===== src/rtl/ds18b20_pkg.sv =====
package ds18b20_pkg;

    // ********************************************************************
    // Function commands
    // ********************************************************************
    localparam logic [7:0] CMD_SKIP_ROM     = 8'hCC;
    localparam logic [7:0] CMD_CONVERT_T    = 8'h44;
    localparam logic [7:0] CMD_READ_SCRATCH = 8'hBE;

    // Scratchpad, the last byte is its CRC
    localparam int SCRATCH_BYTES = 9;
    localparam int SCRATCH_BITS  = SCRATCH_BYTES * 8;

    // ********************************************************************
    // Transaction sequencer states
    // ********************************************************************
    typedef enum logic [3:0] {
        IDLE         = 4'd0,
        RESET1       = 4'd1,
        SKIP_ROM     = 4'd2,
        CONVERT_TEMP = 4'd3,
        WAIT_CONV    = 4'd4,
        RESET2       = 4'd5,
        SKIP_ROM2    = 4'd6,
        READ_SCRATCH = 4'd7,
        READ         = 4'd8,
        DONE         = 4'd9
    } seq_state_t;

endpackage


===== src/rtl/onewire_pkg.sv =====
package onewire_pkg;

    // ********************************************************************
    // Slot operations issued by the sequencer
    // ********************************************************************
    typedef enum logic [2:0] {
        OP_RESET     = 3'd0,
        OP_WRITE_BIT = 3'd1,
        OP_READ_BIT  = 3'd2,
        OP_WAIT      = 3'd3
    } onewire_op_t;

    // ********************************************************************
    // Bus timing in clock cycles, scaled down for simulation
    // ********************************************************************

    // Reset and presence
    localparam logic [15:0] T_RESET_LOW       = 16'd48;
    localparam logic [15:0] T_PRESENCE_SAMPLE = 16'd10;  // Counted from release
    localparam logic [15:0] T_RESET_TOTAL     = 16'd96;

    // Bit slots
    localparam logic [15:0] T_SLOT            = 16'd30;
    localparam logic [15:0] T_WRITE1_LOW      = 16'd3;
    localparam logic [15:0] T_WRITE0_LOW      = 16'd24;
    localparam logic [15:0] T_READ_LOW        = 16'd2;
    localparam logic [15:0] T_READ_SAMPLE     = 16'd6;   // Before the slave releases
    localparam logic [15:0] T_RECOVERY        = 16'd2;

    // Fixed temperature conversion time
    localparam logic [15:0] T_CONVERT         = 16'd400;

endpackage


===== src/rtl/onewire_op_if.sv =====
`timescale 1ns/1ps

interface onewire_op_if import onewire_pkg::*; ();

    // Request side
    logic        op_start;  // One cycle
    onewire_op_t op;
    logic        wr_bit;

    // Completion side
    logic        op_done;   // One cycle, once per start
    logic        rd_bit;    // Valid with op_done on reads
    logic        presence;  // Valid with op_done on resets

    modport seq (
        output op_start,
        output op,
        output wr_bit,
        input  op_done,
        input  rd_bit,
        input  presence
    );

    modport slot (
        input  op_start,
        input  op,
        input  wr_bit,
        output op_done,
        output rd_bit,
        output presence
    );

endinterface


===== src/rtl/onewire_slot.sv =====
`timescale 1ns/1ps

module onewire_slot import onewire_pkg::*; (
    input  logic       clk,
    input  logic       rst,
    onewire_op_if.slot op,
    input  logic       dq_in,
    output logic       dq_drive_low,
    output logic       bit_strobe,
    output logic       bit_value
);

    logic        active;
    logic        accept;
    onewire_op_t cur_op;
    logic [15:0] cnt;        // Cycles since op_start
    logic [15:0] low_len;
    logic [15:0] slot_len;
    logic [15:0] sample_at;
    logic [15:0] start_low;
    logic [15:0] start_len;
    logic [15:0] start_sample;

    assign accept = op.op_start && !active;

    // ********************************************************************
    // Slot shape for the requested operation
    // ********************************************************************
    always_comb begin
        start_low    = 16'd0;
        start_len    = T_SLOT + T_RECOVERY;
        start_sample = T_READ_SAMPLE;
        case (op.op)
            OP_RESET: begin
                start_low    = T_RESET_LOW;
                start_len    = T_RESET_TOTAL;
                start_sample = T_RESET_LOW + T_PRESENCE_SAMPLE;
            end
            OP_WRITE_BIT: start_low = op.wr_bit ? T_WRITE1_LOW : T_WRITE0_LOW;
            OP_READ_BIT:  start_low = T_READ_LOW;
            OP_WAIT:      start_len = T_CONVERT;  // Line left released
            default:      start_low = 16'd0;
        endcase
    end

    always_ff @(posedge clk) begin
        if (accept) begin
            cur_op    <= op.op;
            low_len   <= start_low;
            slot_len  <= start_len;
            sample_at <= start_sample;
        end
    end

    // ********************************************************************
    // Slot timing
    // ********************************************************************
    assign op.op_done = active && cnt == slot_len;

    always_ff @(posedge clk, posedge rst) begin
        if (rst) begin
            active       <= 1'b0;
            cnt          <= 16'd0;
            dq_drive_low <= 1'b0;
        end else if (active) begin
            cnt          <= cnt + 16'd1;
            dq_drive_low <= cnt < low_len && !op.op_done;
            if (op.op_done)
                active <= 1'b0;
        end else if (accept) begin
            active       <= 1'b1;
            cnt          <= 16'd1;
            dq_drive_low <= op.op != OP_WAIT;  // Low from the next cycle on
        end
    end

    // Presence and data sampling
    always_ff @(posedge clk, posedge rst) begin
        if (rst) begin
            op.presence <= 1'b0;
            op.rd_bit   <= 1'b0;
        end else if (active && cnt == sample_at) begin
            if (cur_op == OP_RESET)
                op.presence <= !dq_in;  // Slave pulls low
            else if (cur_op == OP_READ_BIT)
                op.rd_bit <= dq_in;
        end
    end

    // Read bits go straight to the result block
    assign bit_strobe = op.op_done && cur_op == OP_READ_BIT;
    assign bit_value  = op.rd_bit;

    // Conversion wait keeps the bus released
    a_wait_released: assert property (@(posedge clk) disable iff (rst)
        (active && cur_op == OP_WAIT) |-> !dq_drive_low);

endmodule


===== src/rtl/temp_reader_top.sv =====
`timescale 1ns/1ps

module temp_reader_top (
    input  logic        clk,
    input  logic        rst,
    input  logic        read_request,
    input  logic        dq_in,         // Sampled bus level
    output logic        dq_drive_low,  // Open-drain enable
    output logic        busy,
    output logic        temp_valid,
    output logic [15:0] temperature,
    output logic        crc_error,
    output logic        no_device
);

    logic first_bit;
    logic last_bit;
    logic bit_strobe;
    logic bit_value;

    onewire_op_if op_bus ();

    temp_sensor u_seq (
        .clk          (clk),
        .rst          (rst),
        .read_request (read_request),
        .busy         (busy),
        .op           (op_bus.seq),
        .first_bit    (first_bit),
        .last_bit     (last_bit),
        .no_device    (no_device)
    );

    onewire_slot u_slot (
        .clk          (clk),
        .rst          (rst),
        .op           (op_bus.slot),
        .dq_in        (dq_in),
        .dq_drive_low (dq_drive_low),
        .bit_strobe   (bit_strobe),
        .bit_value    (bit_value)
    );

    temp_result u_result (
        .clk          (clk),
        .rst          (rst),
        .first_bit    (first_bit),
        .last_bit     (last_bit),
        .bit_strobe   (bit_strobe),
        .bit_value    (bit_value),
        .temp_valid   (temp_valid),
        .crc_error    (crc_error),
        .temperature  (temperature)
    );

endmodule


===== src/rtl/temp_result.sv =====
`timescale 1ns/1ps

module temp_result import ds18b20_pkg::*; (
    input  logic        clk,
    input  logic        rst,
    input  logic        first_bit,
    input  logic        last_bit,
    input  logic        bit_strobe,
    input  logic        bit_value,
    output logic        temp_valid,
    output logic        crc_error,
    output logic [15:0] temperature
);

    logic [SCRATCH_BITS-1:0] scratch;  // Byte 0 ends up in the low bits
    logic [7:0]              crc;
    logic                    fb;
    logic                    armed;    // Between first_bit and last_bit

    assign fb = crc[0] ^ bit_value;

    // Scratchpad shift register, LSB first on the wire
    always_ff @(posedge clk) begin
        if (bit_strobe)
            scratch <= {bit_value, scratch[SCRATCH_BITS-1:1]};
        if (last_bit)
            temperature <= scratch[15:0];
    end

    // ********************************************************************
    // Serial CRC-8, x^8 + x^5 + x^4 + 1
    // ********************************************************************
    always_ff @(posedge clk, posedge rst) begin
        if (rst) begin
            crc        <= 8'd0;
            armed      <= 1'b0;
            temp_valid <= 1'b0;
            crc_error  <= 1'b0;
        end else begin
            temp_valid <= last_bit;
            crc_error  <= last_bit && crc != 8'd0;  // Zero over data plus CRC byte
            if (first_bit) begin
                crc   <= 8'd0;
                armed <= 1'b1;
            end else if (bit_strobe) begin
                crc <= {1'b0, crc[7:1]} ^ (fb ? 8'h8C : 8'h00);
            end
            if (last_bit)
                armed <= 1'b0;
        end
    end

    // Sequencer always opens a read before closing it
    a_first_before_last: assert property (@(posedge clk) disable iff (rst)
        last_bit |-> armed);

endmodule


===== src/rtl/temp_sensor.sv =====
`timescale 1ns/1ps

module temp_sensor import onewire_pkg::*, ds18b20_pkg::*; (
    input  logic       clk,
    input  logic       rst,
    input  logic       read_request,
    output logic       busy,
    onewire_op_if.seq  op,
    output logic       first_bit,
    output logic       last_bit,
    output logic       no_device
);

    seq_state_t  state;
    seq_state_t  after_byte;
    onewire_op_t next_op;
    logic [7:0]  cmd_byte;
    logic [2:0]  bit_cnt;
    logic [6:0]  read_cnt;
    logic        pending;    // Operation in flight in the slot engine
    logic        can_issue;
    logic        issue;

    // ********************************************************************
    // Per-state command byte and operation
    // ********************************************************************
    always_comb begin
        cmd_byte   = CMD_SKIP_ROM;
        after_byte = CONVERT_TEMP;
        case (state)
            CONVERT_TEMP: begin
                cmd_byte   = CMD_CONVERT_T;
                after_byte = WAIT_CONV;
            end
            SKIP_ROM2:    after_byte = READ_SCRATCH;
            READ_SCRATCH: begin
                cmd_byte   = CMD_READ_SCRATCH;
                after_byte = READ;
            end
            default:      after_byte = CONVERT_TEMP;
        endcase
    end

    always_comb begin
        next_op   = OP_WAIT;
        can_issue = 1'b1;
        case (state)
            RESET1, RESET2:                 next_op = OP_RESET;
            SKIP_ROM, CONVERT_TEMP,
            SKIP_ROM2, READ_SCRATCH:        next_op = OP_WRITE_BIT;
            WAIT_CONV:                      next_op = OP_WAIT;
            READ:                           next_op = OP_READ_BIT;
            default:                        can_issue = 1'b0;
        endcase
    end

    assign issue = can_issue && !pending && !op.op_start;

    // Operation payload, sent LSB first
    always_ff @(posedge clk) begin
        if (issue) begin
            op.op     <= next_op;
            op.wr_bit <= cmd_byte[bit_cnt];
        end
    end

    // ********************************************************************
    // Sequencer FSM
    // ********************************************************************
    always_ff @(posedge clk, posedge rst) begin
        if (rst) begin
            state       <= IDLE;
            busy        <= 1'b0;
            op.op_start <= 1'b0;
            pending     <= 1'b0;
            bit_cnt     <= 3'd0;
            read_cnt    <= 7'd0;
            first_bit   <= 1'b0;
            last_bit    <= 1'b0;
            no_device   <= 1'b0;
        end else begin
            op.op_start <= issue;
            first_bit   <= issue && state == READ && read_cnt == 7'd0;
            last_bit    <= 1'b0;
            no_device   <= 1'b0;

            if (op.op_start)
                pending <= 1'b1;
            else if (op.op_done)
                pending <= 1'b0;

            case (state)
                IDLE: if (read_request) begin
                    busy  <= 1'b1;
                    state <= RESET1;
                end
                RESET1, RESET2: if (op.op_done) begin
                    if (!op.presence) begin  // Nobody on the bus
                        no_device <= 1'b1;
                        busy      <= 1'b0;
                        state     <= IDLE;
                    end else begin
                        bit_cnt <= 3'd0;
                        state   <= (state == RESET1) ? SKIP_ROM : SKIP_ROM2;
                    end
                end
                SKIP_ROM, CONVERT_TEMP, SKIP_ROM2, READ_SCRATCH: if (op.op_done) begin
                    bit_cnt <= bit_cnt + 3'd1;
                    if (bit_cnt == 3'd7) begin
                        read_cnt <= 7'd0;
                        state    <= after_byte;
                    end
                end
                WAIT_CONV: if (op.op_done) state <= RESET2;
                READ: if (op.op_done) begin
                    read_cnt <= read_cnt + 7'd1;
                    if (read_cnt == 7'(SCRATCH_BITS - 1)) begin
                        last_bit <= 1'b1;
                        state    <= DONE;
                    end
                end
                DONE: begin
                    busy  <= 1'b0;  // Falls with the result pulse
                    state <= IDLE;
                end
                default: state <= IDLE;
            endcase
        end
    end

    // Slot engine never sees a second start before its done
    a_one_outstanding: assert property (@(posedge clk) disable iff (rst)
        op.op_start |-> !pending);

endmodule


===== config.mk =====
export PLATFORM = sky130hd
export DESIGN_NAME = temp_reader_top
export DESIGN_NICKNAME = d
export VERILOG_FILES = /design/src/rtl/ds18b20_pkg.sv /design/src/rtl/onewire_pkg.sv /design/src/rtl/onewire_op_if.sv /design/src/rtl/onewire_slot.sv /design/src/rtl/temp_reader_top.sv /design/src/rtl/temp_result.sv /design/src/rtl/temp_sensor.sv
export SDC_FILE = /design/constraint.sdc
export NUM_CORES = 1
export LEC_CHECK = 0
export ABC_AREA = 0
export BUFFER_PORTS_ARGS = -buffer_cell sky130_fd_sc_hd__buf_2
export CORE_MARGIN = 3
export CORE_UTILIZATION = 50
export DETAILED_ROUTE_END_ITERATION = 10
export PLACE_DENSITY = 0.78
export SKIP_CTS_REPAIR_TIMING = 1
export SYNTH_ARGS = -nofsm -noshare
export SYNTH_HDL_FRONTEND = slang
export SYNTH_HIERARCHICAL = 1
export SYNTH_SLANG_ARGS = --single-unit

===== constraint.sdc =====
create_clock -name clk -period 4.9 [get_ports clk]
set_input_delay 0 -clock clk [delete_from_list [all_inputs] [get_ports clk]]
set_output_delay 0 -clock clk [all_outputs]
set_load 0.005 [all_outputs]

==> metrics.md <==
| Metric | Value |
|---|---|
| Number of buffers created by CTS | 17 |
| Mapped Cells | 412 |
| Vias in the first global route | 3,454 |
| Relative slew slack | 30.7% |
| Worst R2R Path Depth | 7 |
| Slowest-stage cell, CP | and3_4 |
| CP Capture Type | register |
| Post-Syn Area | 6050 um^2 |
| Initial antenna violation count | 0 |
| Total power | 3170 uW |
| Post-Synthesis Net Count | 427 |
| Setup Skew | 0.00929 ns |
| CP peak stage delay | 0.90 ns |
| Crit path kind | register to register |
| Area of the multi-input gates | 1550 um^2 |
| Nets | 459 |
| Final period util | 61.9% |
| P per Cell Area | 459 nW/um^2 |
| Detailed Routing Iterations Pass 1 | 4 |
| DR DRC count | 0 |
| CP Max Fanout | 83 |
| Worst setup SP type | register |
| Routed WL | 10,100 um |
| Core Area | 11,600 um^2 |
| Die Area | 13,500 um^2 |
| Via/cell ratio | 5.74 |
| Crit-path leading delay family | simple AND/OR/NAND/NOR gates |
| Cell chain of the critical path | nor4b_4, nand2_1, nor4_2, buf_4, and3_4, inv_1, o311ai_1 |
| Worst path arrival time | 3.35 ns |
| Worst R2R Start | u_slot/active |
| Max Clk Rate | 0.330 GHz |
| Max Slew Vio Count | 0 |
| Overflow after GRT | 0 |
| Layout cells sized above 1 | 15.5% |
| Flip-flop and latch area | 4340 um^2 |
| MaxCap Viol Count | 0 |
| Setup Slack @ Placement | 1.87 ns |
| Routed Antenna Nets | 0 |
| DRT iter0 DRCs | 351 |
| TritonCTS clock tree | done |
| Commonest non-fill, non-tap cell in the layout | edfxtp_1 |
| Status | finished, final reports clean |
| WHS Endpoint | u_seq/busy |
| Leak pwr | 0.00251 uW |
| Vias after detailed routing | 3,442 |
| Unrepaired setup endpoints after global routing | no |
| Row count | 39 |
| Finish-stage setup viols | 0 |
| Setup TNS Final | 0 ns |
| Final WS setup | 1.87 ns |
| Syn. warnings | 6 |
| CTS root buf | clkbuf_16 |
| Initial Util | 52.1% |
| Reg clk slew, reported paths | 0.06 ns |
| Hold Path Class | primary input to register |
| Routability Congestion | 0.816 |
| Design Area, Final | 6910 um^2 |
| Tot GR Track Use | 16.4% |
| First-pass GRT wire length | 16,800 um |
| Reg2reg end | u_result/crc[2] |
| Antenna cell count | 0 |
| Startpoint of the worst hold path | read_request |
| Worst reg-to-reg setup slack | 1.87 ns |
| Clk_lat worst skew | 0.42 ns |
| Hold Fails Final Rpt | 0 |
| Cell count after placement | 566 |
| Post-Layout Cell Count | 600 |
| Fill count | 883 |
| DIE HEIGHT | 116 um |
| Count of buffer and inverter cells on the critical path | 2 |
| Post-detail-place hpwl | 6180 um |
| Mean post-synth cell area | 14.7 um^2 |
| Die Wd | 116 um |
| Largest net degree at the start of global routing | 84 |
| Area after DPL | 6300 um^2 |
| Drt wl/cell | 16.8 um |
| CTS Sinks | 153 |
| Clk buf depth | 2 |
| Tmin final | 3.03 ns |
| Maximum vdd drop | 314 uV |
| Hold path cells | 3 |
| Worst-margin pin slew | 1.04 ns |
| Most frequent cells in the layout | edfxtp_1 (103), dfrtp_1 (50), inv_1 (26) |
| Ports | 25 |
| H-Tree Level Count | 4 |
| Area growth syn-to-layout | 14.1% |
| CP required | 5.21 ns |
| Buffers on Ports | 24 |
==> state kept, by name, indices dropped and copies added, names as in the netlist, 2 cells and up <==
signal / cells
u_slot/sample_at: 2
u_slot/cnt: 16
u_slot/slot_len: 2
u_seq/read_cnt: 7
u_result/crc: 8
u_seq/op.op: 2
u_result/scratch: 72
u_slot/low_len: 5
u_seq/state: 4
u_slot/cur_op: 3
u_seq/bit_cnt: 3
u_result/temperature: 16
==> final cells by class <==
cell class | count | area share, %
clock buffers | 18 | 6.21
clock inverters | 14 | 2.32
inverters | 26 | 1.41
multi-input cells | 219 | 22.4
flip-flops and latches | 153 | 62.9
well taps | 143 | 2.59
repair buffers | 27 | 2.14
==> worst max path at each step <==
stage | startpoint | endpoint | depth (start not counted)
2_1_floorplan | u_slot/cnt[12] | u_result/crc[0] | 7
3_3_place_gp | u_slot/active | u_result/crc[2] | 7
3_5_place_dp | u_slot/active | u_result/crc[2] | 7
4_1_cts | u_slot/active | u_result/crc[2] | 7
5_1_grt | u_slot/active | u_result/crc[2] | 7
6_report | u_slot/active | u_result/crc[2] | 7
==> metrics by stage <==
stage | hold WS (ns) | util [%]
global route | 0.0384 | 59.5
finish | 0.000800 | 59.5
CTS | -0.410 | 59.3
floorplan | -0.160 | -
detailed placement | 0.0447 | 54.2
global placement | 0.0358 | 54.2
==> power by group <==
part	leakage, uW	switching, uW	internal (uW)	total (uW)
Clock	0.000282	535	763	1300
Combinational	0.000786	160	133	293
Sequential	0.00144	136	1450	1580
==> metal layers <==
layer  up-vias  part of all wire [%]  GRT usage, %
li1       1604                     -             -
met1      1724                    47          22.6
met2        96                    47          24.3
met3        18                   5.0          4.80
met4         0                   1.7          7.50
met5         -                     0             0
==> worst reg2reg max path, cell delays in order, from the launching register on <==
cell	delay, ns
dfrtp_1	0.58
nor4b_4	0.31
nand2_1	0.10
nor4_2	0.27
buf_4	0.26
and3_4	0.90
inv_1	0.21
o311ai_1	0.30
No activity file was read; power rests on OpenSTA's default activity.
